**config.mk**
```make
export PLATFORM = sky130hd
export DESIGN_NAME = discrim_top
export DESIGN_NICKNAME = d
export VERILOG_FILES = /design/src/hdl/discrim_sample_pkg.sv /design/src/hdl/discrim_cfg_pkg.sv /design/src/hdl/apb_config_regs.sv /design/src/hdl/hysteresis_comparator.sv /design/src/hdl/sample_delay_line.sv /design/src/hdl/trigger_router.sv /design/src/hdl/sample_gate.sv /design/src/hdl/discrim_top.sv
export VERILOG_INCLUDE_DIRS = /design/src /design/src/include
export SDC_FILE = /design/constraint.sdc
export NUM_CORES = 1
export LEC_CHECK = 0
export ABC_CLOCK_PERIOD_IN_PS = 8300
export BUFFER_PORTS_ARGS = -buffer_cell sky130_fd_sc_hd__buf_2
export CAP_MARGIN = 20
export CORE_UTILIZATION = 35
export CTS_BUF_LIST = sky130_fd_sc_hd__clkbuf_2 sky130_fd_sc_hd__clkbuf_4 sky130_fd_sc_hd__clkbuf_8
export CTS_CLUSTER_DIAMETER = 60
export DETAILED_ROUTE_END_ITERATION = 6
export PLACE_DENSITY = 0.55
export SLEW_MARGIN = 0
export SYNTH_ARGS = -nofsm -noshare
export SYNTH_HDL_FRONTEND = slang
export SYNTH_SLANG_ARGS = --single-unit
```
**constraint.sdc**
```tcl
create_clock -name adc_clk -period 8.3 [get_ports adc_clk]
set_input_delay 0.83 -clock adc_clk [delete_from_list [all_inputs] [get_ports adc_clk]]
set_output_delay 0.83 -clock adc_clk [all_outputs]
set_load 0.03 [all_outputs]
```
**src/include/discrim_defs.svh**
```systemverilog
/*
  Sizing constants for the ADC sample discriminator.
  Include this before any package or module that sizes ports or buffers.
*/
`ifndef DISCRIM_DEFS_SVH
`define DISCRIM_DEFS_SVH

// receive channels, each with its own gate
`define DISCRIM_CHANNELS 2
// external digital trigger inputs
`define DISCRIM_DIG_INPUTS 2
// bits per ADC sample
`define DISCRIM_SAMPLE_WIDTH 16
// delay buffer depth, every programmed delay must be below it (power of two)
`define DISCRIM_MAX_DELAY 16
// sample index width
`define DISCRIM_TSTAMP_WIDTH 32
// APB byte address width
`define DISCRIM_APB_AW 8

`endif

```
**src/hdl/discrim_sample_pkg.sv**
```systemverilog
/*
  Types carried along the sample path: samples, sample indices,
  delays and trigger source selects.
*/
`include "discrim_defs.svh"

package discrim_sample_pkg;

  // bits needed to name any analog channel or digital input
  localparam int SOURCE_W = $clog2(`DISCRIM_CHANNELS + `DISCRIM_DIG_INPUTS);

  // two's complement ADC sample
  typedef logic signed [`DISCRIM_SAMPLE_WIDTH-1:0] sample_t;

  // index of a valid sample since the last restart
  typedef logic [`DISCRIM_TSTAMP_WIDTH-1:0] tstamp_t;

  // delay counted in valid samples
  typedef logic [7:0] delay_t;

  // below DISCRIM_CHANNELS: analog trigger of that channel
  // otherwise: digital input (source - DISCRIM_CHANNELS)
  typedef logic [SOURCE_W-1:0] source_t;

endpackage

```
**src/hdl/discrim_cfg_pkg.sv**
```systemverilog
/*
  Register map of the discriminator APB block. One 32-bit data word is
  decoded as a threshold pair or a delay triple, depending on the address.
*/
`include "discrim_defs.svh"

package discrim_cfg_pkg;

  import discrim_sample_pkg::*;

  typedef logic [`DISCRIM_APB_AW-1:0] apb_addr_t;

  // high threshold on top, low threshold below
  typedef struct packed {
    sample_t high;
    sample_t low;
  } threshold_word_t;

  // pad byte reads back as zero
  typedef struct packed {
    logic [7:0] pad;
    delay_t     dig;
    delay_t     stop;
    delay_t     start;
  } delay_word_t;

  // both views cover the same 32 bits
  typedef union packed {
    threshold_word_t thresh;
    delay_word_t     delay;
  } cfg_word_u;

  //////////////////////////////////////////////////
  // register offsets, one word per channel at THRESH0 and DELAY0
  //////////////////////////////////////////////////
  typedef enum logic [`DISCRIM_APB_AW-1:0] {
    THRESH0 = 'h00,
    DELAY0  = 'h10,
    SOURCE  = 'h20,
    BYPASS  = 'h24
  } reg_addr_e;

  localparam int REG_STRIDE = 4;

endpackage

```
**src/hdl/apb_config_regs.sv**
```systemverilog
/*
  APB slave holding the discriminator configuration. Writes with an unmapped
  address or an out-of-range delay are refused with pslverr and change nothing.
*/
`timescale 1ns/1ps
`include "discrim_defs.svh"

module apb_config_regs
  import discrim_sample_pkg::*;
  import discrim_cfg_pkg::*;
(
  input  logic                              adc_clk,
  input  logic                              reset_i,
  input  logic                              psel_i,
  input  logic                              penable_i,
  input  logic                              pwrite_i,
  input  apb_addr_t                         paddr_i,
  input  logic [31:0]                       pwdata_i,
  output logic [31:0]                       prdata_o,
  output logic                              pready_o,
  output logic                              pslverr_o,
  output sample_t [`DISCRIM_CHANNELS-1:0]   low_thresh_o,
  output sample_t [`DISCRIM_CHANNELS-1:0]   high_thresh_o,
  output delay_t  [`DISCRIM_CHANNELS-1:0]   start_delay_o,
  output delay_t  [`DISCRIM_CHANNELS-1:0]   stop_delay_o,
  output delay_t  [`DISCRIM_CHANNELS-1:0]   dig_delay_o,
  output source_t [`DISCRIM_CHANNELS-1:0]   source_o,
  output logic    [`DISCRIM_CHANNELS-1:0]   bypass_o
);

  localparam int CH = `DISCRIM_CHANNELS;

  threshold_word_t thresh_q [CH];
  delay_word_t     delay_q [CH];
  source_t [CH-1:0] source_q;
  logic    [CH-1:0] bypass_q;

  cfg_word_u    wr_word;
  logic [CH-1:0] thr_hit;
  logic [CH-1:0] dly_hit;
  logic          src_hit;
  logic          byp_hit;
  logic          mapped;
  logic          delay_bad;
  logic          access_err;
  logic          access;

  assign wr_word = pwdata_i;
  assign access  = psel_i && penable_i;

  //////////////////////////////////////////////////
  // address decode and read mux
  //////////////////////////////////////////////////
  always_comb begin
    prdata_o = '0;
    for (int c = 0; c < CH; c++) begin
      thr_hit[c] = (paddr_i == apb_addr_t'(THRESH0 + REG_STRIDE * c));
      dly_hit[c] = (paddr_i == apb_addr_t'(DELAY0 + REG_STRIDE * c));
      if (thr_hit[c]) prdata_o = thresh_q[c];
      if (dly_hit[c]) prdata_o = delay_q[c];
    end
    src_hit = (paddr_i == SOURCE);
    byp_hit = (paddr_i == BYPASS);
    if (src_hit) prdata_o = 32'(source_q);
    if (byp_hit) prdata_o = 32'(bypass_q);
  end

  assign mapped    = (|thr_hit) || (|dly_hit) || src_hit || byp_hit;
  // any delay field at or above the buffer depth is refused
  assign delay_bad = (wr_word.delay.start >= `DISCRIM_MAX_DELAY) ||
                     (wr_word.delay.stop  >= `DISCRIM_MAX_DELAY) ||
                     (wr_word.delay.dig   >= `DISCRIM_MAX_DELAY);
  assign access_err = !mapped || (pwrite_i && (|dly_hit) && delay_bad);

  assign pready_o  = 1'b1;
  assign pslverr_o = access && access_err;

  always_ff @(posedge adc_clk) begin
    if (reset_i) begin
      for (int c = 0; c < CH; c++) begin
        thresh_q[c] <= '0;
        delay_q[c]  <= '0;
      end
      source_q <= '0;
      bypass_q <= '0;
    end else if (access && pwrite_i && !access_err) begin
      for (int c = 0; c < CH; c++) begin
        if (thr_hit[c]) thresh_q[c] <= wr_word.thresh;
        if (dly_hit[c]) delay_q[c] <= '{pad: '0, dig: wr_word.delay.dig,
                                        stop: wr_word.delay.stop,
                                        start: wr_word.delay.start};
      end
      if (src_hit) source_q <= pwdata_i[CH*SOURCE_W-1:0];
      if (byp_hit) bypass_q <= pwdata_i[CH-1:0];
    end
  end

  always_comb begin
    for (int c = 0; c < CH; c++) begin
      low_thresh_o[c]  = thresh_q[c].low;
      high_thresh_o[c] = thresh_q[c].high;
      start_delay_o[c] = delay_q[c].start;
      stop_delay_o[c]  = delay_q[c].stop;
      dig_delay_o[c]   = delay_q[c].dig;
    end
  end

  assign source_o = source_q;
  assign bypass_o = bypass_q;

  // access phase only ever follows a selected setup phase
  a_apb_phase : assert property (@(posedge adc_clk) disable iff (reset_i)
    penable_i |-> psel_i && $past(psel_i));

endmodule

```
**src/hdl/hysteresis_comparator.sv**
```systemverilog
/*
  Analog trigger of one receive channel. The state sets above the high
  threshold, clears below the low one and otherwise holds.
*/
`timescale 1ns/1ps

module hysteresis_comparator
  import discrim_sample_pkg::*;
(
  input  logic    adc_clk,
  input  logic    reset_i,
  input  logic    restart_i,
  input  sample_t sample_i,
  input  logic    valid_i,
  input  sample_t low_i,
  input  sample_t high_i,
  output logic    state_o
);

  // signed compare, both thresholds are sample_t
  always_ff @(posedge adc_clk) begin
    if (reset_i || restart_i) begin
      state_o <= 1'b0;
    end else if (valid_i) begin
      if (sample_i > high_i) begin
        state_o <= 1'b1;
      end else if (sample_i < low_i) begin
        state_o <= 1'b0;
      end
    end
  end

  // state only moves on a valid sample or a restart
  a_state_hold : assert property (@(posedge adc_clk) disable iff (reset_i)
    !valid_i && !restart_i |=> $stable(state_o));

endmodule

```
**src/hdl/sample_delay_line.sv**
```systemverilog
/*
  Circular buffer that returns the word written delay_i valid samples ago.
  A zero delay passes din_i straight through. DEPTH must be a power of two.
*/
`timescale 1ns/1ps

module sample_delay_line
  import discrim_sample_pkg::*;
#(
  parameter int WIDTH = 16,
  parameter int DEPTH = 16
) (
  input  logic             adc_clk,
  input  logic             reset_i,
  input  logic             restart_i,
  input  logic [WIDTH-1:0] din_i,
  input  logic             valid_i,
  input  delay_t           delay_i,
  output logic [WIDTH-1:0] dout_o,
  output logic             dout_ok_o
);

  localparam int AW = $clog2(DEPTH);

  logic [WIDTH-1:0] ring [DEPTH];
  logic [AW-1:0]    wr_ptr;
  logic [AW-1:0]    rd_ptr;
  // writes since restart, saturating once the whole ring is history
  logic [AW-1:0]    fill_cnt;

  // pointer wraps by truncation
  assign rd_ptr    = wr_ptr - delay_i[AW-1:0];
  assign dout_o    = (delay_i == '0) ? din_i : ring[rd_ptr];
  assign dout_ok_o = (delay_t'(fill_cnt) >= delay_i);

  always_ff @(posedge adc_clk) begin
    if (valid_i) ring[wr_ptr] <= din_i;
  end

  always_ff @(posedge adc_clk) begin
    if (reset_i || restart_i) begin
      wr_ptr   <= '0;
      fill_cnt <= '0;
    end else if (valid_i) begin
      wr_ptr <= wr_ptr + 1'b1;
      if (fill_cnt != AW'(DEPTH - 1)) fill_cnt <= fill_cnt + 1'b1;
    end
  end

  // the register block must keep delays inside the ring
  a_delay_range : assert property (@(posedge adc_clk) disable iff (reset_i)
    valid_i |-> int'(delay_i) < DEPTH);

endmodule

```
**src/hdl/trigger_router.sv**
```systemverilog
/*
  Picks each channel's trigger: an analog comparator state, or a digital
  input bit delayed by the channel's digital delay. Output is registered.
*/
`timescale 1ns/1ps
`include "discrim_defs.svh"

module trigger_router
  import discrim_sample_pkg::*;
(
  input  logic                              adc_clk,
  input  logic                              reset_i,
  input  logic                              restart_i,
  input  logic                              valid_i,
  input  logic    [`DISCRIM_CHANNELS-1:0]   analog_i,
  input  logic    [`DISCRIM_DIG_INPUTS-1:0] dig_trigger_i,
  input  delay_t  [`DISCRIM_CHANNELS-1:0]   dig_delay_i,
  input  source_t [`DISCRIM_CHANNELS-1:0]   source_i,
  output logic    [`DISCRIM_CHANNELS-1:0]   trigger_o,
  output logic                              trigger_valid_o
);

  localparam int CH  = `DISCRIM_CHANNELS;
  localparam int DIG = `DISCRIM_DIG_INPUTS;

  logic [CH-1:0] route;

  for (genvar c = 0; c < CH; c++) begin : g_chan
    logic dig_sel;
    logic dig_dly;
    logic dig_ok;
    logic route_bit;

    // delay only the digital bit this channel listens to
    sample_delay_line #(
      .WIDTH(1),
      .DEPTH(`DISCRIM_MAX_DELAY)
    ) u_dig_delay (
      .adc_clk  (adc_clk),
      .reset_i  (reset_i),
      .restart_i(restart_i),
      .din_i    (dig_sel),
      .valid_i  (valid_i),
      .delay_i  (dig_delay_i[c]),
      .dout_o   (dig_dly),
      .dout_ok_o(dig_ok)
    );

    always_comb begin
      dig_sel   = 1'b0;
      // before the delay has filled the trigger reads as 0
      route_bit = dig_dly & dig_ok;
      for (int a = 0; a < CH; a++) begin
        if (source_i[c] == source_t'(a)) route_bit = analog_i[a];
      end
      for (int d = 0; d < DIG; d++) begin
        if (source_i[c] == source_t'(CH + d)) dig_sel = dig_trigger_i[d];
      end
    end

    assign route[c] = route_bit;
  end

  always_ff @(posedge adc_clk) begin
    if (reset_i || restart_i) begin
      trigger_o       <= '0;
      trigger_valid_o <= 1'b0;
    end else begin
      trigger_valid_o <= valid_i;
      if (valid_i) trigger_o <= route;
    end
  end

endmodule

```
**src/hdl/sample_gate.sv**
```systemverilog
/*
  Output gate of one channel. Offers the sample start_delay samples back,
  holds the gate open start+stop samples after the trigger, and marks the
  first sample of each window with its sample index.
*/
`timescale 1ns/1ps
`include "discrim_defs.svh"

module sample_gate
  import discrim_sample_pkg::*;
(
  input  logic    adc_clk,
  input  logic    reset_i,
  input  logic    restart_i,
  input  sample_t sample_i,
  input  logic    valid_i,
  input  logic    trigger_i,
  input  delay_t  start_delay_i,
  input  delay_t  stop_delay_i,
  input  logic    bypass_i,
  output sample_t data_o,
  output logic    data_valid_o,
  output tstamp_t tstamp_o,
  output logic    tstamp_valid_o
);

  sample_t pre_sample;
  logic    pre_ok;
  tstamp_t sample_idx;
  delay_t  hold_cnt;
  logic    prev_emit;
  logic    gate_open;
  logic    emit;
  logic    window_start;

  // pre-trigger history
  sample_delay_line #(
    .WIDTH(`DISCRIM_SAMPLE_WIDTH),
    .DEPTH(`DISCRIM_MAX_DELAY)
  ) u_pre_delay (
    .adc_clk  (adc_clk),
    .reset_i  (reset_i),
    .restart_i(restart_i),
    .din_i    (sample_i),
    .valid_i  (valid_i),
    .delay_i  (start_delay_i),
    .dout_o   (pre_sample),
    .dout_ok_o(pre_ok)
  );

  // open now, or triggered within the last start+stop samples
  assign gate_open    = trigger_i || (hold_cnt != '0);
  // no emission until the offered index is at least 0
  assign emit         = gate_open && pre_ok;
  assign window_start = emit && !prev_emit;

  //////////////////////////////////////////////////
  // control state
  //////////////////////////////////////////////////
  always_ff @(posedge adc_clk) begin
    if (reset_i || restart_i) begin
      sample_idx     <= '0;
      hold_cnt       <= '0;
      prev_emit      <= 1'b0;
      data_valid_o   <= 1'b0;
      tstamp_valid_o <= 1'b0;
    end else begin
      data_valid_o   <= valid_i && (bypass_i || emit);
      tstamp_valid_o <= valid_i && !bypass_i && window_start;
      if (valid_i) begin
        sample_idx <= sample_idx + 1'b1;
        prev_emit  <= emit;
        if (trigger_i) begin
          hold_cnt <= start_delay_i + stop_delay_i;
        end else if (hold_cnt != '0) begin
          hold_cnt <= hold_cnt - 1'b1;
        end
      end
    end
  end

  // payload, the index stamped is that of the offered sample
  always_ff @(posedge adc_clk) begin
    if (valid_i) begin
      data_o   <= bypass_i ? sample_i : pre_sample;
      tstamp_o <= sample_idx - tstamp_t'(start_delay_i);
    end
  end

  a_tstamp_with_data : assert property (@(posedge adc_clk) disable iff (reset_i)
    tstamp_valid_o |-> data_valid_o);

endmodule

```
**src/hdl/discrim_top.sv**
```systemverilog
/*
  Sample discriminator top level. APB configuration, per-channel analog
  comparators, the trigger router and one output gate per channel.
*/
`timescale 1ns/1ps
`include "discrim_defs.svh"

module discrim_top
  import discrim_sample_pkg::*;
  import discrim_cfg_pkg::*;
(
  input  logic                              adc_clk,
  input  logic                              reset_i,
  input  logic                              psel_i,
  input  logic                              penable_i,
  input  logic                              pwrite_i,
  input  apb_addr_t                         paddr_i,
  input  logic [31:0]                       pwdata_i,
  output logic [31:0]                       prdata_o,
  output logic                              pready_o,
  output logic                              pslverr_o,
  input  sample_t [`DISCRIM_CHANNELS-1:0]   data_i,
  input  logic                              data_valid_i,
  input  logic    [`DISCRIM_DIG_INPUTS-1:0] dig_trigger_i,
  input  logic                              adc_reset_state_i,
  output sample_t [`DISCRIM_CHANNELS-1:0]   data_o,
  output logic    [`DISCRIM_CHANNELS-1:0]   data_valid_o,
  output tstamp_t [`DISCRIM_CHANNELS-1:0]   tstamp_o,
  output logic    [`DISCRIM_CHANNELS-1:0]   tstamp_valid_o
);

  localparam int CH = `DISCRIM_CHANNELS;

  sample_t [CH-1:0] low_thresh;
  sample_t [CH-1:0] high_thresh;
  delay_t  [CH-1:0] start_delay;
  delay_t  [CH-1:0] stop_delay;
  delay_t  [CH-1:0] dig_delay;
  source_t [CH-1:0] source;
  logic    [CH-1:0] bypass;
  logic    [CH-1:0] analog_state;
  logic    [CH-1:0] trigger;
  logic             trigger_valid;
  logic             in_valid;
  logic             valid_d1;
  logic [`DISCRIM_DIG_INPUTS-1:0] dig_d1;
  sample_t [CH-1:0] sample_d1;
  sample_t [CH-1:0] sample_d2;

  // samples arriving during a restart are dropped
  assign in_valid = data_valid_i && !adc_reset_state_i;

  apb_config_regs u_regs (
    .adc_clk, .reset_i, .psel_i, .penable_i, .pwrite_i, .paddr_i, .pwdata_i,
    .prdata_o, .pready_o, .pslverr_o,
    .low_thresh_o(low_thresh), .high_thresh_o(high_thresh),
    .start_delay_o(start_delay), .stop_delay_o(stop_delay), .dig_delay_o(dig_delay),
    .source_o(source), .bypass_o(bypass)
  );

  // stage 1 sits beside the comparators, stage 2 beside the router
  always_ff @(posedge adc_clk) begin
    if (reset_i || adc_reset_state_i) valid_d1 <= 1'b0;
    else valid_d1 <= in_valid;
  end

  always_ff @(posedge adc_clk) begin
    dig_d1    <= dig_trigger_i;
    sample_d1 <= data_i;
    sample_d2 <= sample_d1;
  end

  for (genvar c = 0; c < CH; c++) begin : g_cmp
    hysteresis_comparator u_cmp (
      .adc_clk, .reset_i, .restart_i(adc_reset_state_i),
      .sample_i(data_i[c]), .valid_i(in_valid),
      .low_i(low_thresh[c]), .high_i(high_thresh[c]), .state_o(analog_state[c])
    );
  end

  trigger_router u_router (
    .adc_clk, .reset_i, .restart_i(adc_reset_state_i), .valid_i(valid_d1),
    .analog_i(analog_state), .dig_trigger_i(dig_d1), .dig_delay_i(dig_delay),
    .source_i(source), .trigger_o(trigger), .trigger_valid_o(trigger_valid)
  );

  for (genvar c = 0; c < CH; c++) begin : g_gate
    sample_gate u_gate (
      .adc_clk, .reset_i, .restart_i(adc_reset_state_i),
      .sample_i(sample_d2[c]), .valid_i(trigger_valid), .trigger_i(trigger[c]),
      .start_delay_i(start_delay[c]), .stop_delay_i(stop_delay[c]), .bypass_i(bypass[c]),
      .data_o(data_o[c]), .data_valid_o(data_valid_o[c]),
      .tstamp_o(tstamp_o[c]), .tstamp_valid_o(tstamp_valid_o[c])
    );
  end

endmodule

```
# [Word level (Yosys, flattened, before mapping)]
# Memories as Yosys holds them, arrays and structs flattened.
# Index checks and enable logic that the tools add are counted.
[totals] memories=6 output_inout_bits=134 word_cells=207 input_bits=81 register_bits=292 ramBits=656
[op_classes] magnitude_cmp=11 eq_ne=15 bitwise_logic=6 n_addsub=20 muxes=54 n_reduce_logical=60
[mem_list] name="g_gate[0].u_gate.u_pre_delay.ring" words=16 word_bits=16 rd=1 rd_clocked_by_memory_dff=0 wr=1 line="sample_delay_line.sv:25" rtl="logic [WIDTH-1:0] ring [DEPTH];"
[mem_list] name="g_gate[1].u_gate.u_pre_delay.ring" words=16 word_bits=16 rd=1 rd_clocked_by_memory_dff=0 wr=1 line="sample_delay_line.sv:25"
[mem_list] name="u_regs.thresh_q" words=2 word_bits=32 rd=2 rd_clocked_by_memory_dff=0 wr=2 line="apb_config_regs.sv:33" rtl="threshold_word_t thresh_q [CH];"
[mem_list] name="u_regs.delay_q" words=2 word_bits=24 rd=2 rd_clocked_by_memory_dff=0 wr=2 line="apb_config_regs.sv:34" rtl="delay_word_t delay_q [CH];"
[mem_list] name="u_router.g_chan[0].u_dig_delay.ring" words=16 word_bits=1 rd=1 rd_clocked_by_memory_dff=0 wr=1 line="sample_delay_line.sv:25"
[mem_list] name="u_router.g_chan[1].u_dig_delay.ring" words=16 word_bits=1 rd=1 rd_clocked_by_memory_dff=0 wr=1 line="sample_delay_line.sv:25"
[op_table] op="$mux W32" count=8
[op_table] op="$add A32 B1 Y32 const B" count=2
[op_table] op="$mux W16" count=4
[op_table] op="$sub A32 B8 Y32" count=2
[op_table] op="$mux W24" count=2
[op_table] op="$logic_not A8 Y1" count=5
[op_table] op="$mux W1" count=36
[op_table] op="$add A4 B1 Y4 const B" count=8
[op_table] op="$ge A4 B8 Y1" count=4
[op_table] op="$gt A16 B16 Y1" count=2
[op_table] op="$lt A16 B16 Y1" count=2
[op_table] op="$mux W8" count=4
[op_table] op="$ge A8 B5 Y1 const B" count=3
[op_table] op="$reduce_and A2 Y1" count=10
[op_table] op="$logic_and A1 B1 Y1" count=17
[op_table] op="$add A8 B8 Y8" count=2
[op_table] op="$eq A8 B5 Y1 const B" count=2
[op_table] op="$eq A8 B6 Y1 const B" count=2
[op_table] op="$ne A4 B4 Y1 const B" count=4
[op_table] op="$reduce_bool A8 Y1" count=2
[op_table] op="$sub A4 B4 Y4" count=4
[op_table] op="$sub A8 B1 Y8 const B" count=2
[op_table] op="$logic_or A1 B1 Y1" count=11
[op_table] op="$eq A2 B2 Y1 const B" count=4
[op_table] op="other kinds (8)" count=24

# [Depth between registers and ports, before layout]
[logic_depth] word_depth=13 depth_mapped=11 ltp_nobuf=10

# [By module]
# From an unflattened synthesis, not the netlist that was laid out.
[unflattened] cells_unflattened=2944 hier_area_um2=42080.4
[modules_own_cells] module="sample_delay_line at g_gate[0].u_gate.u_pre_delay ..." cells_per_inst=529 instances=2 area_per_inst_um2=10620.2 seq_area_each_um2=7847.5
[modules_own_cells] module="apb_config_regs" cells_per_inst=369 instances=1 area_per_inst_um2=5207.5 seq_area_each_um2=3483.3
[modules_own_cells] module="sample_gate at g_gate[0].u_gate" cells_per_inst=500 instances=1 area_per_inst_um2=4958.5 seq_area_each_um2=2302.2
[modules_own_cells] module="sample_gate at g_gate[1].u_gate" cells_per_inst=465 instances=1 area_per_inst_um2=4737.0 seq_area_each_um2=2302.2
[modules_own_cells] module="sample_delay_line at u_router.g_chan[0].u_dig_delay ..." cells_per_inst=120 instances=2 area_per_inst_um2=1371.3 seq_area_each_um2=640.6
[modules_own_cells] module="hysteresis_comparator" cells_per_inst=112 instances=2 area_per_inst_um2=833.3 seq_area_each_um2=20.0
[modules_own_cells] module="discrim_top" cells_per_inst=69 instances=1 area_per_inst_um2=1360.1 seq_area_each_um2=1341.3
[modules_own_cells] module="trigger_router" cells_per_inst=19 instances=1 area_per_inst_um2=167.7 seq_area_each_um2=60.1

# [Least setup slack after synthesis]
# No wires, ideal clock.
[synth_timing] path_kind="input port to flip-flop" startpoint="input paddr_i[2]" endpoint="memory u_regs.thresh_q[0][32] (netlist name), enable pin" path_stages=6 path_slack_ns=3.055 t_arrival_ns=4.779 path_buffers=4 t_required_ns=7.834 setup_ns=0.466 path_cell_list="clkbuf_1 > buf_1 > clkbuf_1 > buf_1 > nand3_1 > o21ai_0"
[synth_rtl] element="from (decl)" line="discrim_top.sv:17" rtl="input apb_addr_t paddr_i,"
[synth_rtl] element="to (decl)" line="apb_config_regs.sv:33"

# [Worst setup path in the final report]
[layout_timing] startpoint="input paddr_i[7]" endpoint="output prdata_o[0]"
[layout_between] elab_chain_len=7 word_cells_on_any_way=12 classes_between="eq/ne (5); mux (6); reduce/logical (1)"
[layout_lines] element="$logic_not A8 Y1" line="apb_config_regs.sv:57" rtl="thr_hit[c] = (paddr_i == apb_addr_t'(THRESH0 + REG_STRIDE * c));"
[layout_lines] element="$mux W32" line="apb_config_regs.sv:59" rtl="if (thr_hit[c]) prdata_o = thresh_q[c];"
[layout_lines] element="$mux W32" line="apb_config_regs.sv:60" rtl="if (dly_hit[c]) prdata_o = delay_q[c];"
[layout_lines] element="$mux W32" line="apb_config_regs.sv:59"
[layout_lines] element="$mux W32" line="apb_config_regs.sv:60"
[layout_lines] element="$mux W32" line="apb_config_regs.sv:64" rtl="if (src_hit) prdata_o = 32'(source_q);"
[layout_lines] element="$mux W32 *" line="apb_config_regs.sv:65" rtl="if (byp_hit) prdata_o = 32'(bypass_q);"
[layout_lines] element="to (decl)" line="discrim_top.sv:19" rtl="output logic [31:0] prdata_o,"
# Mark *: on every way between the ends. The rest lies on a longest branch, timed or not.

==> summary.md <==
| Metric | Value |
|---|---|
| # resized after CTS | `0` |
| RD Place Congestion | `around 0.80` |
| Num Clock Sinks | `between 900 and 1k` |
| Final Hold Fails | `0` |
| Largest net degree at the start of global routing | `96` |
| Cell mode on critical path | `buf_2` |
| Nets | `3429` |
| DRT Wirelength | `about 110000 µm` |
| Dominant cell type by area after synthesis | `edfxtp_1` |
| CP startpoint kind | `primary input` |
| Clock Skew | `28.88 ps` |
| Total GRT Usage | `18.15%` |
| VDD IR max | `149.1 µV` |
| DR WL/cell | `between 20 and 25 µm` |
| Sequential share of the synthesized area | `65.10%` |
| Power per Cell Area | `roughly 210 nW/µm²` |
| Iter 0 DRT Violations | `1687` |
| Worst path bufs/invs | `3` |
| Longest Clk Path Bufs | `3` |
| Drt drc | `0` |
| Vias | `~24k` |
| Multi-input gate area | `~13000 µm²` |
| XOR/XNOR share of the synthesized area | `under 10%` |
| Post-DP Area | `43840 µm²` |
| Grt ovf | `0` |
| Core Region | `114800 µm²` |
| Max cap viols | `0` |
| Port Buffer Count | `approximately 210` |
| Layout area overhead | `15.93%` |
| FF/Latch Area | `~27000 µm²` |
| Hold buffers post-CTS | `0` |
| Final worst-path cycle share | `between 40% and 50%` |
| Mapped cell area | `40710 µm²` |
| Data required, critical path | `7470 ps` |
| Synth Register Bits | `~950` |
| Rel. slew slack | `25.73%` |
| Dpl hpwl | `70050 µm` |
| RSZ-0062 raised after global routing | `no` |
| Crit. End Element | `primary output` |
| Setup TNS | `0 ps` |
| Slowest CP cell | `nand2b_1` |
| Root buffer cell | `clkbuf_8` |
| First-pass GRT wire length | `157100 µm` |
| Drt via density | `4.972` |
| Max layer used | `met5` |
| Mapped Cells | `2860` |
| Pleak | `about 17 nW` |
| CP max stage delay | `about 630 ps` |
| WL met3 | `6219 µm` |
| Die Height | `343.1 µm` |
| Postcts setup bufs | `0` |
| H-tree depth | `4` |
| TritonCTS Buffers | `roughly 160` |
| Num rows | `124` |
| Count leader, synth | `edfxtp_1` |
| CP max FO | `24` |
| Routed Antenna Nets | `0` |
| # fillers | `~11k` |
| Final worst path period need | `4089 ps` |
| Post-synth EDFFs | `752` |
| Adder-cell area share of the yosys netlist | `4.819%` |
| Crit Path Class | `primary input to primary output` |
| Main synth FF type | `edfxtp_1` |
| Async set-or-reset flop fraction in the synthesized netlist | `0%` |
| Synth area leaders | `edfxtp_1 (55%), dfxtp_1 (9.6%), mux4_2 (8.7%)` |
| Die area | `117700 µm²` |
| Avg Inst Size Synth | `around 14 µm²` |
| Slew @ Worst Pin | `1114 ps` |
| Endpoints failing setup | `0` |
| Crit-path leading delay family | `simple AND/OR/NAND/NOR gates` |
| Layout cells sized above 1 | `22.00%` |
| Peak Freq | `0.2446 GHz` |
| Total chip power | `10.13 mW` |
| Distinct cells, synth | `72` |
| Most frequent cells after synthesis | `edfxtp_1 (752), nand2_1 (276), dfxtp_1 (196)` |
| Post-synthesis mux area share | `9.730%` |
| Chip width | `343.1 µm` |
| Initial antenna violation count | `15` |
| Largest family of logic cells by synthesized area | `simple AND/OR/NAND/NOR gates` |
| Synth warnings | `0` |
| Count of pins over their slew limit | `0` |
| Met1 wire length | `46130 µm` |
| Top Ports | `~220` |
| Status | `finished clean` |
| Compound-Gate Fraction of Synth Area | `4.177%` |
| Top-area cell type share of the netlist area | `55.47%` |
| Clock-pin slew on the worst setup and hold paths | `50 ps` |
| Final Cell Area | `around 47000 µm²` |
| Vias in the first global route | `approximately 24k` |
| CTS tree | `yes` |
| Met2 wire len | `between 50000 and 60000 µm` |
| Synth Area in Simple Gates | `10.58%` |
| Critical-path cell list | `buf_2 -> or4_1 -> nor3_2 -> buf_4 -> nand2b_1 -> o22a_1 -> o21ai_0 -> buf_2` |
| Hold Crit Class | `primary input to flip-flop` |
| Clock Latency Late Sink | `810 ps` |
| Flop2flop setup slack | `4730 ps` |
| Arr. time, crit path | `between 3000 and 4000 ps` |
| DR pass1 iterations | `5` |
| Starting density of the core | `a little over a third` |
==> cells in the final DEF, fill, tap and decap left out, types with 47 or more instances in the layout <==
cell type / instances
clkbuf_4: 50
nand2_1: 276
dfxtp_1: 195
xor2_1: 76
edfxtp_1: 752
clkbuf_8: 180
ha_1: 142
buf_2: 214
inv_1: 133
nor2_1: 174
buf_4: 53
and2_1: 102
xnor2_1: 66
a21oi_1: 70
nand3_1: 90
mux4_2: 158
o21ai_0: 116
and3_1: 47
==> report_power, final <==
| group | internal (mW) | switching (mW) | leakage (nW) |
|---|---|---|---|
| Sequential | 5.18 | 0.0781 | 8.41 |
| Combinational | 0.258 | 0.370 | 7.09 |
| Clock | 2.34 | 1.90 | 1.73 |
==> final cells by class <==
cell class,count,area share [%]
antenna,5,0.02651
clock buffer,230,6.044
clock inverter,60,0.9040
inverter,133,1.058
multi-input combinational,1685,28.48
sequential,948,56.16
tap,1512,4.008
timing repair buffer,271,3.319
==> registers in the layout, summed over array words and instances, names as in the netlist, 16 cells and up <==
name,count
g_gate.u_gate.u_pre_delay.ring,512
g_gate.u_gate.sample_idx,64
g_gate.u_gate.tstamp_o,64
u_regs.thresh_q,64
u_regs.delay_q,48
g_gate.u_gate.data_o,32
sample_d1,32
sample_d2,32
u_router.g_chan.u_dig_delay.ring,32
g_gate.u_gate.hold_cnt,16
==> metrics by stage <==
stage	hold slack [ps]	std cells	utilization [%]	worst slack, ps
finish	139.6	4844	41.11	4211
global route	102.0	4843	41.11	4087
floorplan	309.6	2883	-	3055
global placement	311.5	4544	38.15	4233
detailed placement	312.1	4546	38.18	4217
CTS	68.98	4836	41.04	4220
==> layer usage <==
metal / vias to the layer above / global-route usage, %
met2: 645 / 29.18
met5: - / 0
met1: 11930 / 23.91
li1: 11300 / -
met3: 191 / 3.962
met4: 12 / 7.037
==> worst paths after layout <==
check,startpoint,to,depth (start not counted)
min,dig_trigger_i[0],dig_d1[0]$_DFF_P_,1
max reg2reg,u_regs.delay_q[0][0]$_DFFE_PP_,g_gate[0].u_gate.data_o[10]$_DFFE_PP_,8
min reg2reg,sample_d1[16]$_DFF_P_,sample_d2[16]$_DFF_P_,0
max,paddr_i[7],prdata_o[0],8
==> kinds of logic (layout without fill, tap and decap cells) <==
| kind of cell | Yosys count | after routing |
|---|---|---|
| adders and majority gates | 152 | 152 |
| buffers and inverters | 250 | 694 |
| DFF | 948 | 948 |
| muxes | 198 | 198 |
| other | 2 | 30 |
| AOI/OAI and AO/OA | 286 | 286 |
| and+or+nand+nor | 876 | 876 |
| xor gates and xnor gates | 148 | 148 |
==> worst reg2reg max path: cells and delay by family, from the launching register on <==
kind / cells / cell delay (ps)
compound gates: 2 / 210
fa+ha+maj: 2 / 1300
buf+inv: 1 / 670
flops: 1 / 540
mux: 1 / 420
simple gates: 2 / 160
No activity file was read; power rests on OpenSTA's default activity.
